**config.mk**
```make
export PLATFORM = sky130hd
export DESIGN_NAME = rgmii_rx
export DESIGN_NICKNAME = d
export VERILOG_FILES = /design/src/rgmii_rx_pkg.sv /design/src/ddr_input_buffer.sv /design/src/rgmii_byte_packager.sv /design/src/rgmii_rx.sv /design/src/rx_crc_checker.sv
export SDC_FILE = /design/constraint.sdc
export NUM_CORES = 1
export LEC_CHECK = 0
export ABC_AREA = 1
export BUFFER_PORTS_ARGS = -buffer_cell sky130_fd_sc_hd__buf_4
export CORE_AREA = 2 2 100 102
export CTS_CLUSTER_SIZE = 14
export DETAILED_ROUTE_END_ITERATION = 12
export DIE_AREA = 0 0 102 104
export GPL_TIMING_DRIVEN = 0
export PLACE_DENSITY = 0.76
export SETUP_SLACK_MARGIN = 0.1
export SYNTH_ARGS = -nofsm -noshare
export SYNTH_HDL_FRONTEND = slang
export SYNTH_SLANG_ARGS = --single-unit
```
**constraint.sdc**
```tcl
create_clock -name clock -period 3 [get_ports clock]
set_input_delay 0.15 -clock clock [delete_from_list [all_inputs] [get_ports clock]]
set_output_delay 0.15 -clock clock [all_outputs]
set_load 0.02 [all_outputs]
```
**src/rgmii_rx_pkg.sv**
```systemverilog
package rgmii_rx_pkg;

    ////////////////////////////////////////
    // Widths with a meaning
    ////////////////////////////////////////

    typedef logic [7:0]  byte_t;

    // 0 is 10 Mb/s, 1 is 100 Mb/s, 2 is 1000 Mb/s
    typedef logic [1:0]  speed_t;

    // Bytes after the delimiter, FCS included
    typedef logic [15:0] frame_length_t;

    ////////////////////////////////////////
    // Grouped signals
    ////////////////////////////////////////

    typedef struct packed {
        logic  first;
        byte_t data;
    } rx_byte_t;

    typedef struct packed {
        logic          crc_ok;
        logic          rx_error;
        frame_length_t length;
    } frame_status_t;

    typedef struct packed {
        logic   link_up;
        speed_t speed;
        logic   full_duplex;
    } link_status_t;

    ////////////////////////////////////////
    // Ethernet framing constants
    ////////////////////////////////////////

    localparam byte_t       PREAMBLE_BYTE   = 8'h55;
    localparam byte_t       SFD_BYTE        = 8'hD5;
    localparam int          PREAMBLE_LENGTH = 7;

    // Register value after data plus a correct FCS
    localparam logic [31:0] CRC_RESIDUE     = 32'hC704DD7B;

endpackage

```
**src/ddr_input_buffer.sv**
```systemverilog
`timescale 1ns/100ps

module ddr_input_buffer #(
    parameter int INPUT_WIDTH = 4
) (
    input  logic                       clock,
    input  logic                       reset_n,
    input  logic [INPUT_WIDTH-1:0]     ddr_input,
    output logic [2*INPUT_WIDTH-1:0]   ddr_output
);

    logic [INPUT_WIDTH-1:0] rise_capture;
    logic [INPUT_WIDTH-1:0] fall_capture;

    ////////////////////////////////////////
    // Capture on both edges
    ////////////////////////////////////////

    always_ff @(posedge clock) begin
        rise_capture <= ddr_input;
    end

    // Second half of the DDR cycle
    always_ff @(negedge clock) begin
        fall_capture <= ddr_input;
    end

    ////////////////////////////////////////
    // Retime into the rising edge domain
    ////////////////////////////////////////

    // Rising sample in the low half, falling sample in the high half
    always_ff @(posedge clock) begin
        if (!reset_n) begin
            ddr_output <= '0;
        end else begin
            ddr_output <= {fall_capture, rise_capture};
        end
    end

endmodule

```
**src/rgmii_byte_packager.sv**
```systemverilog
`timescale 1ns/100ps

module rgmii_byte_packager
    import rgmii_rx_pkg::*;
(
    input  logic         clock,
    input  logic         reset_n,
    input  logic [7:0]   data,
    input  logic [1:0]   control,
    output rx_byte_t     rx_byte,
    output logic         rx_byte_valid,
    output logic         frame_end,
    output logic         frame_error,
    output link_status_t link_status
);

    typedef enum logic [1:0] {
        STATE_SYNC,
        STATE_PREAMBLE,
        STATE_START_OF_FRAME,
        STATE_PACK
    } state_t;

    // Count value when the last preamble octet is seen
    localparam logic [2:0] PREAMBLE_COUNT_LAST = 3'(PREAMBLE_LENGTH - 1);

    state_t       state;
    state_t       state_next;
    logic [2:0]   preamble_count;
    logic [2:0]   preamble_count_next;
    byte_t        data_q;
    logic         rx_dv_q;
    logic         rx_er_q;
    logic         first_pending;
    logic         first_pending_next;
    logic         error_flag;
    logic         error_flag_next;
    logic         byte_valid_next;
    logic         frame_end_next;
    logic         frame_error_next;
    logic         status_nibble_valid;

    ////////////////////////////////////////
    // Input stage and RX_CTL decode
    ////////////////////////////////////////

    always_ff @(posedge clock) begin
        data_q <= data;
    end

    // RX_DV on the rising edge, RX_ER folded into the falling edge
    always_ff @(posedge clock) begin
        if (!reset_n) begin
            rx_dv_q <= 1'b0;
            rx_er_q <= 1'b0;
        end else begin
            rx_dv_q <= control[0];
            rx_er_q <= control[0] ^ control[1];
        end
    end

    ////////////////////////////////////////
    // Framing state machine
    ////////////////////////////////////////

    always_comb begin
        state_next          = state;
        preamble_count_next = preamble_count;
        first_pending_next  = first_pending;
        error_flag_next     = error_flag;
        byte_valid_next     = 1'b0;
        frame_end_next      = 1'b0;
        frame_error_next    = frame_error;

        case (state)
            STATE_SYNC: begin
                if (rx_dv_q && data_q == PREAMBLE_BYTE) begin
                    preamble_count_next = 3'd1;
                    state_next          = STATE_PREAMBLE;
                end
            end
            STATE_PREAMBLE: begin
                if (rx_dv_q && data_q == PREAMBLE_BYTE) begin
                    preamble_count_next = preamble_count + 3'd1;
                    if (preamble_count == PREAMBLE_COUNT_LAST) begin
                        state_next = STATE_START_OF_FRAME;
                    end
                end else begin
                    // Short preamble or carrier lost
                    state_next = STATE_SYNC;
                end
            end
            STATE_START_OF_FRAME: begin
                if (rx_dv_q && data_q == SFD_BYTE) begin
                    first_pending_next = 1'b1;
                    error_flag_next    = 1'b0;
                    state_next         = STATE_PACK;
                end else begin
                    state_next = STATE_SYNC;
                end
            end
            STATE_PACK: begin
                if (rx_dv_q) begin
                    byte_valid_next    = 1'b1;
                    first_pending_next = 1'b0;
                    error_flag_next    = error_flag | rx_er_q;
                end else begin
                    frame_end_next   = 1'b1;
                    frame_error_next = error_flag;
                    state_next       = STATE_SYNC;
                end
            end
            default: begin
                state_next = STATE_SYNC;
            end
        endcase
    end

    always_ff @(posedge clock) begin
        if (!reset_n) begin
            state          <= STATE_SYNC;
            preamble_count <= '0;
            first_pending  <= 1'b0;
            error_flag     <= 1'b0;
            rx_byte_valid  <= 1'b0;
            frame_end      <= 1'b0;
            frame_error    <= 1'b0;
        end else begin
            state          <= state_next;
            preamble_count <= preamble_count_next;
            first_pending  <= first_pending_next;
            error_flag     <= error_flag_next;
            rx_byte_valid  <= byte_valid_next;
            frame_end      <= frame_end_next;
            frame_error    <= frame_error_next;
        end
    end

    // Byte payload, held between valid strobes
    always_ff @(posedge clock) begin
        if (byte_valid_next) begin
            rx_byte <= '{first: first_pending, data: data_q};
        end
    end

    ////////////////////////////////////////
    // In-band link status
    ////////////////////////////////////////

    // PHY repeats the status nibble on both edges during idle
    assign status_nibble_valid = !rx_dv_q && !rx_er_q && (data_q[3:0] == data_q[7:4]);

    always_ff @(posedge clock) begin
        if (!reset_n) begin
            link_status <= '0;
        end else if (status_nibble_valid) begin
            link_status <= '{link_up: data_q[0], speed: data_q[2:1], full_duplex: data_q[3]};
        end
    end

    ////////////////////////////////////////
    // Assertions
    ////////////////////////////////////////

    // End of frame always lands after the last byte, never with it
    assert property (@(posedge clock) disable iff (!reset_n)
        !(rx_byte_valid && frame_end))
        else $error("rx_byte_valid and frame_end high together");

    assert property (@(posedge clock) disable iff (!reset_n)
        frame_end |=> !frame_end)
        else $error("frame_end longer than one cycle");

endmodule

```
**src/rgmii_rx.sv**
```systemverilog
`timescale 1ns/100ps

module rgmii_rx
    import rgmii_rx_pkg::*;
(
    input  logic          clock,
    input  logic          reset_n,
    input  logic [3:0]    rxd,
    input  logic          rx_ctl,
    output rx_byte_t      rx_byte,
    output logic          rx_byte_valid,
    output logic          frame_done,
    output frame_status_t frame_status,
    output link_status_t  link_status
);

    logic [7:0] data_word;
    logic [1:0] control_word;
    logic       frame_end;
    logic       frame_error;

    ////////////////////////////////////////
    // DDR capture of RXD and RX_CTL
    ////////////////////////////////////////

    ddr_input_buffer #(
        .INPUT_WIDTH (4)
    ) data_buffer (
        .clock      (clock),
        .reset_n    (reset_n),
        .ddr_input  (rxd),
        .ddr_output (data_word)
    );

    ddr_input_buffer #(
        .INPUT_WIDTH (1)
    ) control_buffer (
        .clock      (clock),
        .reset_n    (reset_n),
        .ddr_input  (rx_ctl),
        .ddr_output (control_word)
    );

    ////////////////////////////////////////
    // Framing and frame check
    ////////////////////////////////////////

    rgmii_byte_packager byte_packager (
        .clock         (clock),
        .reset_n       (reset_n),
        .data          (data_word),
        .control       (control_word),
        .rx_byte       (rx_byte),
        .rx_byte_valid (rx_byte_valid),
        .frame_end     (frame_end),
        .frame_error   (frame_error),
        .link_status   (link_status)
    );

    rx_crc_checker crc_checker (
        .clock         (clock),
        .reset_n       (reset_n),
        .rx_byte       (rx_byte),
        .rx_byte_valid (rx_byte_valid),
        .frame_end     (frame_end),
        .frame_error   (frame_error),
        .frame_done    (frame_done),
        .frame_status  (frame_status)
    );

endmodule

```
**src/rx_crc_checker.sv**
```systemverilog
`timescale 1ns/100ps

module rx_crc_checker
    import rgmii_rx_pkg::*;
(
    input  logic          clock,
    input  logic          reset_n,
    input  rx_byte_t      rx_byte,
    input  logic          rx_byte_valid,
    input  logic          frame_end,
    input  logic          frame_error,
    output logic          frame_done,
    output frame_status_t frame_status
);

    localparam logic [31:0] CRC_POLYNOMIAL = 32'h04C11DB7;
    localparam logic [31:0] CRC_INITIAL    = 32'hFFFFFFFF;

    logic [31:0]   crc_register;
    logic [31:0]   crc_seed;
    frame_length_t byte_count;
    frame_length_t byte_count_seed;

    ////////////////////////////////////////
    // CRC-32 byte step
    ////////////////////////////////////////

    // Ethernet sends bit 0 of each octet first
    function automatic logic [31:0] crc_step(input logic [31:0] crc, input byte_t value);
        logic [31:0] next_crc;
        logic        feedback;
        next_crc = crc;
        for (int i = 0; i < 8; i++) begin
            feedback = next_crc[31] ^ value[i];
            next_crc = {next_crc[30:0], 1'b0};
            if (feedback) begin
                next_crc = next_crc ^ CRC_POLYNOMIAL;
            end
        end
        return next_crc;
    endfunction

    ////////////////////////////////////////
    // Running CRC and byte count
    ////////////////////////////////////////

    // First byte restarts both accumulators
    assign crc_seed        = rx_byte.first ? CRC_INITIAL : crc_register;
    assign byte_count_seed = rx_byte.first ? frame_length_t'(0) : byte_count;

    always_ff @(posedge clock) begin
        if (!reset_n) begin
            crc_register <= CRC_INITIAL;
            byte_count   <= '0;
        end else if (rx_byte_valid) begin
            crc_register <= crc_step(crc_seed, rx_byte.data);
            byte_count   <= byte_count_seed + frame_length_t'(1);
        end
    end

    ////////////////////////////////////////
    // Per-frame status
    ////////////////////////////////////////

    always_ff @(posedge clock) begin
        if (!reset_n) begin
            frame_done   <= 1'b0;
            frame_status <= '0;
        end else begin
            frame_done <= frame_end;
            if (frame_end) begin
                frame_status <= '{
                    crc_ok:   (crc_register == CRC_RESIDUE),
                    rx_error: frame_error,
                    length:   byte_count
                };
            end
        end
    end

    // Status is only ever reported for a frame the packager closed
    assert property (@(posedge clock) disable iff (!reset_n)
        frame_done |-> $past(frame_end))
        else $error("frame_done without frame_end one cycle before");

endmodule

```
## After elaboration in Yosys (flattened, before gate mapping)

Index checks and enable logic that the tools add are counted.

- Mux-type cells: 42
- Bitwise gates (word level): 19
- Eq/ne operators: 14
- Add/subtract/negate cells: 2
- Reduce and logical (&&, ||, !) cells: 14

Operators by type and width:

| operator | count |
|---|---|
| $mux 32 | 15 |
| $mux 27 | 8 |
| $not 14->14 | 8 |
| $eq 32x32->1 const B | 1 |
| $add 16x1->16 const B | 1 |
| $mux 16 | 1 |
| $mux 2 | 5 |
| $reduce_and 3->1 | 3 |
| $xor 1x1->1 | 9 |
| $eq 8x7->1 const B | 1 |
| $eq 8x8->1 const B | 1 |
| $ne 2x1->1 const B | 4 |
| $pmux 2 s4 | 1 |
| $mux 1 | 7 |
| $mux 3 | 2 |
| $pmux 3 s2 | 1 |
| $eq 2x2->1 const B | 2 |
| $eq 4x4->1 | 1 |
| $logic_and 1x1->1 | 4 |
| $pmux 1 s2 | 2 |
| $reduce_and 2->1 | 2 |
| $reduce_bool 2->1 | 2 |
| $add 3x1->3 const B | 1 |
| $eq 3x3->1 const B | 1 |
| other kinds (7) | 8 |

- Input port bits: 7
- Output and inout bits: 33
- Register bits: 120

## Longest topological paths before layout

Gate-level depths: netlist of run 1.

- Word-level depth: 31
- Gate-level depth with buffers: 16

## Modules after synthesis

Synthesis of run 1 repeated with hierarchy kept, for this count alone.

- Cells, all modules: 784
- Area, all modules: 5,746.8 µm²

Modules (own cells, without submodules):

| module | area each (µm²) | instances | sequential area each (µm²) | cells an instance |
|---|---|---|---|---|
| rx_crc_checker | 4,035.1 | 1 | 1,341.3 | 607 |
| rgmii_byte_packager | 1,223.7 | 1 | 750.7 | 134 |
| ddr_input_buffer at data_buffer | 389.1 | 1 | 320.3 | 34 |
| ddr_input_buffer at control_buffer | 98.8 | 1 | 80.1 | 9 |

==> impl_results.md, run 1 <==
- Status: complete, no violations
- CTS Root Cell: clkbuf_8
- FILL cells: 777
- H-tree lvl count: 4
- Most common cell after layout, fill and taps aside: nand2_1
- Synth Cell Area: 5630 um2
- Crit path DAT: 3120 ps
- Fin crit share: 0.903
- Most frequent cells in the layout: nand2_1, dfxtp_1, nor2_1
- Startpoint Class: register
- Post-synth ARST share: 0
- M2 GR Usage: 0.487
- Post-Syn Instances: 755
- Initial antenna violation count: 0
- Area growth from synthesis to layout: 19.5%
- Per-cell routed wire length: 15.7 um
- Setup TNS: 0 ps
- Pins over their slew limit: 0
- Slew margin rel.: 0.487
- Grt ovf: 0
- Antenna Nets Post-Route: 0
- Syn avg cell area: 7.46 um2
- # DRC: 0
- Core area: 9550 um2
- Number of max-cap violations: 0
- Total Routing Usage GR: 0.294
- Clk buf depth: 2
- Pin count of the biggest net entering global routing: 17
- Dpl cell area: 6090 um2
- Post-CTS setup buffer count: 0
- First-pass GRT wire length: 24.5 mm
- Synth Register Bits: 120
- CTS buffer count: 17
- F_max: 369 MHz
- Clock sink total: 120
- Library cells used by synthesis: 41
- Vias: 5272
- Worst Hold Class: input pin to register
- HPWL after detailed placement: 10.4 mm
- Power per cell area: 557 nW/um2
- Fin. Hold Viols: 0
- Post-synth EDFFs: 9
- Most Used Layer, Global Route: met2
- PortBufs: 39
- Register area share after synthesis: 0.442
- Met3 usage: 0.0591
- Worst Path Max Fanout: 10
- Leak: 2.94 nW
- Final RePlAce weighted congestion: 0.982
- Final net count: 832
- Crit path capture type: register
- TritonCTS clock tree: yes
- Fin crit period: 2710 ps
- Cell area after layout: 6730 um2
- Vias in the first global route: 5065
- Clock-pin slew on the worst setup and hold paths: 60 ps
- Peak VDD IR: 0.000439 V
- GRT met1 Usage: 0.361
- Syn_nets: 765
- Row count: 36
- Ratio of cells with drive above 1 in the final layout: 0.151
- CP required: 3410 ps
- Worst slew pin tran: 766 ps
- Ports: 40
- Die area: 10600 um2
- Total length of routed wires: 15.2 mm
- Drt first pass iters: 7
- Synth Flop Type: dfxtp_1
- Starting density of the core: 0.590
- Initial DRC Count: 425
- Total of warnings raised by yosys: 0
- RSZ-0062 raised after global routing: false
- Ant diodes: 0
- Later-pin clock latency in the skew report: 510 ps
- Die Span Y: 104 um
- Vias per Instance: 5.45
- Die Wd: 102 um
- Critical path class: register to register
- Final Setup Violations: 0
- Clk_skew: 27.2 ps
## cell usage after synthesis (2+ instances only)
cell      number  share of area
a211oi_1       2         0.0027
nor3_1        12          0.011
nand4_1       10          0.011
o21ai_2        2         0.0031
inv_2          3         0.0020
nor2_2         4         0.0044
inv_1         66          0.044
o21ai_0       43          0.038
buf_1          2         0.0013
ha_1           3         0.0067
buf_2          6         0.0053
xor2_1        17          0.026
nor2_1        94          0.063
o211ai_1       5         0.0067
nor3b_1        4         0.0053
nand2_1      183           0.12
a21oi_1       60          0.053
nand2_2       13          0.014
nand2_4        5          0.010
nand3_1       29          0.026
o21ai_1       11         0.0098
clkinv_1       2         0.0013
dfxtp_1      111           0.39
nor3_2         3         0.0053
edfxtp_1       9          0.048
nor2_4         6          0.012
buf_6          2         0.0040
clkbuf_1      16          0.011
nor4_1         5         0.0056
xor2_2         4          0.012
xnor2_1       12          0.019
nor4b_1        2         0.0031
## layer usage
layer | wire (um) | up-vias
met4 | 549 | 0
met5 | 0 | -
met2 | 7440 | 235
met3 | 1110 | 59
li1 | - | 2576
met1 | 6090 | 2402
## sequential cells by signal (all words and copies together), names as in the netlist, 8 cells and up
signal / cells
byte_packager.data_q: 8
byte_packager.rx_byte: 9
crc_checker.byte_count: 16
crc_checker.crc_register: 32
crc_checker.frame_status: 18
data_buffer.ddr_output: 8
## metrics by stage
| step | total power, mW | hold WS, ps | setup WS, ps | std cells | util |
|---|---|---|---|---|---|
| after global routing | 3.85 | 125 | 122 | 968 | 0.705 |
| after CTS | 3.76 | 87.4 | 293 | 968 | 0.704 |
| after detailed placement | 1.78 | 264 | 314 | 927 | 0.638 |
| after global placement | 1.77 | 261 | 403 | 927 | 0.638 |
| final | 3.75 | 114 | 290 | 968 | 0.705 |
| after floorplan | 1.74 | 178 | 601 | 755 | - |
## worst paths after layout
| kind | startpoint | endpoint | slack, ps | cells past startpoint |
|---|---|---|---|---|
| setup / recovery | byte_packager.rx_byte[8] | crc_checker.byte_count[14] | 290 | 15 |
| hold / removal | reset_n | crc_checker.crc_register[0] | 110 | 4 |
| setup reg to reg | byte_packager.rx_byte[8] | crc_checker.byte_count[14] | 290 | 15 |
| hold reg to reg | data_buffer.ddr_output[6] | byte_packager.data_q[6] | 330 | 0 |
## cell families after synthesis
kind of cell / after synthesis / synth area share
AO/OA/AOI/OAI: 126 / 0.118
XOR/XNOR: 35 / 0.0644
adder cells (fa/ha/maj): 3 / 0.00666
buffers and inverters: 98 / 0.0697
flip-flops: 120 / 0.442
AND/OR/NAND/NOR: 373 / 0.298
## layout make-up
| class | instances | area (um2) | share of cell area |
|---|---|---|---|
| multi-input cells | 537 | 2760 | 0.409 |
| flip-flops and latches | 120 | 2490 | 0.370 |
| clock buffers | 17 | 414 | 0.0615 |
| repair buffers | 44 | 343 | 0.0509 |
| inverters | 71 | 269 | 0.0400 |
| clock inverters | 20 | 173 | 0.0256 |
| well taps | 133 | 166 | 0.0247 |
| plain buffers | 26 | 120 | 0.0178 |
## repair_timing
action	in CTS	in global routing
endpoints found under the setup margin	0	1
resized for setup	0	2
hold buffers	5	0
endpoints found under the hold margin	5	0
## worst max-delay path, cell delays in order (launching register included)
cell,delay (ps)
edfxtp_1,440
buf_6,190
buf_6,170
buf_2,200
buf_2,220
nor2_2,150
ha_1,190
nand2_1,60
nor2_1,110
nand2_1,90
nor3_2,160
nand2_1,160
nor2_4,140
nand3_1,100
o21ai_0,170
nor2_1,60
## power breakdown
group	switching (mW)	total (mW)	leakage, nW	internal (mW)
Combinational	0.0534	0.0847	1.64	0.0312
Sequential	0.0137	1.65	0.987	1.64
Clock	0.871	2.02	0.312	1.14
Total	0.938	3.75	2.94	2.81
No activity file was read; power rests on OpenSTA's default activity.
==> run 2: changes to the inputs <==
--- a/config.mk
+++ b/config.mk
@@ -7,12 +7,12 @@
 export LEC_CHECK = 0
 export ABC_AREA = 1
 export BUFFER_PORTS_ARGS = -buffer_cell sky130_fd_sc_hd__buf_4
-export CORE_AREA = 2 2 100 102
+export CORE_AREA = 2 2 115 117
 export CTS_CLUSTER_SIZE = 14
 export DETAILED_ROUTE_END_ITERATION = 12
-export DIE_AREA = 0 0 102 104
+export DIE_AREA = 0 0 117 119
 export GPL_TIMING_DRIVEN = 0
-export PLACE_DENSITY = 0.76
+export PLACE_DENSITY = 0.59
 export SETUP_SLACK_MARGIN = 0.1
 export SYNTH_ARGS = -nofsm -noshare
 export SYNTH_HDL_FRONTEND = slang
==> run 2 against run 1 <==
Effect of this change:
- combinational power fell by 0.8%
- final cell count increased by 4.4%
- register-to-register slack better by 100 ps
- via count shrank 4.0%
- non-clock buffer count did not move
- first-iteration DRC count decreased by 13%
- wire length shrank 0.55%
- sequential power is essentially flat
- critical path depth stayed put
- maximum frequency up 3.9%
- setup slack improved by 100 ps
- global-route usage down 6.4 points
==> impl_results.md, run 2 (synthesized netlist as in run 1, its figures left out) <==
- Pwr Total: 3.73 mW
- Initial DRC Count: 368
- Worst reg2reg path startpoint: byte_packager.rx_byte[8]
- First-pass GRT wire length: 24.3 mm
- Per-cell routed wire length: 14.9 um
- Clock sink total: 120
- FF-to-FF End: crc_checker.byte_count[14]
- Ant diodes: 0
- Final worst setup slack: 392 ps
- Final RePlAce weighted congestion: 0.890
- CTS Root Cell: clkbuf_16
- Crit path DAT: 2920 ps
- Die Wd: 117 um
- Crit path capture type: register
- Number of max-cap violations: 0
- HPWL after detailed placement: 11.0 mm
- GRT met1 Usage: 0.293
- Leak: 2.94 nW
- F_max: 383 MHz
- Critical Path Most Common Cell: nand2_1
- Area growth from synthesis to layout: 20.6%
- Worst Setup SP: byte_packager.rx_byte[8]
- Slew margin rel.: 0.469
- Pin count of the biggest net entering global routing: 17
- Slowest cell on the critical path: edfxtp_1
- Clk_skew: 27.1 ps
- Ratio of cells with drive above 1 in the final layout: 0.150
- Delay-heaviest family, CP: simple AND/OR/NAND/NOR gates
- Largest register FFs: 32
- Final Setup Violations: 0
- Worst Hold Class: input pin to register
- Vias per Instance: 5.01
- CP Depth: 15
- Most common cell after layout, fill and taps aside: nand2_1
- Pins over their slew limit: 0
- Power per cell area: 548 nW/um2
- Peak VDD IR: 0.000437 V
- Row count: 42
- Bufs and invs on worst path: 4
- CP Cell Sequence: buf_6 > buf_6 > buf_2 > buf_2 > nor2_2 > ha_1 > nand2_1 > nor2_1 > nand2_1 > nor3_2 > nand2_1 > nor2_2 > nand3_1 > o21ai_1 > nor2_1
- Worst Path Max Fanout: 10
- Fin crit share: 0.869
- Later-pin clock latency in the skew report: 440 ps
- Die Span Y: 119 um
- Initial antenna violation count: 0
- M2 GR Usage: 0.372
- Vias: 5063
- PortBufs: 39
- Fin. Hold Viols: 0
- Fin crit period: 2610 ps
- Most Used Layer, Global Route: met2
- CP required: 3310 ps
- Clk buf depth: 2
- Min Hold Slack: 192 ps
- Grt ovf: 0
- Total length of routed wires: 15.1 mm
- Starting density of the core: 0.438
- Core area: 12900 um2
- Post-CTS setup buffer count: 0
- Status: complete, no violations
- Most frequent cells in the layout: nand2_1, dfxtp_1, nor2_1
- Worst Reg-to-Reg Cells: 15
- TritonCTS clock tree: yes
- R2r setup slk: 390 ps
- # DRC: 0
- Vias in the first global route: 4863
- Ports: 40
- FILL cells: 1290
- Clock-pin slew on the worst setup and hold paths: 60 ps
- Worst slew pin tran: 793 ps
- Critical path class: register to register
- Fin util: 0.528
- Total Routing Usage GR: 0.230
- Startpoint Class: register
- CP max stage delay: 420 ps
- CTS buffer count: 17
- Drt first pass iters: 5
- Die area: 13900 um2
- Top Registers: crc_checker.crc_register x32, crc_checker.frame_status x18, crc_checker.byte_count x16
- Place WS: 330 ps
- Hold path startpoint: reset_n
- Final net count: 832
- RSZ-0062 raised after global routing: false
- End point of the critical path: crc_checker.byte_count[14]
- Largest register by flop count: crc_checker.crc_register
- Antenna Nets Post-Route: 0
- Met3 usage: 0.0570
- H-tree lvl count: 4
- Setup TNS: 0 ps
run 2: cell count changes in the layout (fill, tap and decap cells not counted), sizes merged:
cell	delta
clkinvlp	+1
clkinv	+1
inv	-4
bufinv	-1
clkbuf	+3
run 2: area by class of cell:
type | instances | area, um2 | share of cell area
Buffer | 26 | 120 | 0.0177
Clock buffer | 20 | 479 | 0.0705
Clock inverter | 17 | 121 | 0.0179
Inverter | 71 | 269 | 0.0396
Multi-Input combinational cell | 537 | 2750 | 0.405
Sequential cell | 120 | 2490 | 0.367
Tap cell | 176 | 220 | 0.0324
Timing Repair Buffer | 44 | 343 | 0.0505
run 2: what timing repair did:
item	in CTS	in global routing
setup endpoints to repair	0	1
endpoints found under the hold margin	5	0
gates resized for setup	0	2
hold buffers	5	0
run 2: per-layer routing:
metal / share of wire / routed length [um] / vias to the layer above
li1: - / - / 2565
met1: 0.45 / 6860 / 2350
met2: 0.48 / 7200 / 121
met3: 0.047 / 712 / 27
met4: 0.022 / 333 / 0
met5: 0 / 0 / -
run 2: worst min-delay path: stages:
cell and delay, ps:
buf_4 130, clkinv_1 160, a21oi_1 50, o21ai_0 70
run 2: worst min-delay path by stage:
stage	end	slack (ps)	cells after the start
2_1_floorplan	control_buffer.rise_capture	180	0
3_5_place_dp	data_buffer.rise_capture[3]	260	1
5_1_grt	crc_checker.crc_register[0]	220	4
3_3_place_gp	data_buffer.rise_capture[1]	260	1
6_report	crc_checker.crc_register[0]	190	4
4_1_cts	crc_checker.crc_register[0]	180	4
run 2: report_power, final:
part           leakage (nW)  total [mW]  switching (mW)  internal, mW
logic                  1.64      0.0840          0.0527        0.0313
registers             0.987        1.65          0.0136          1.64
clock network         0.312        1.99           0.803          1.19
total                  2.94        3.73           0.869          2.86
run 2: through the flow:
stage	instances	cell area, um2
after CTS	1011	6790
final	1011	6800
after detailed placement	970	6150
after floorplan	755	5630
after global routing	1011	6800
after global placement	970	6150
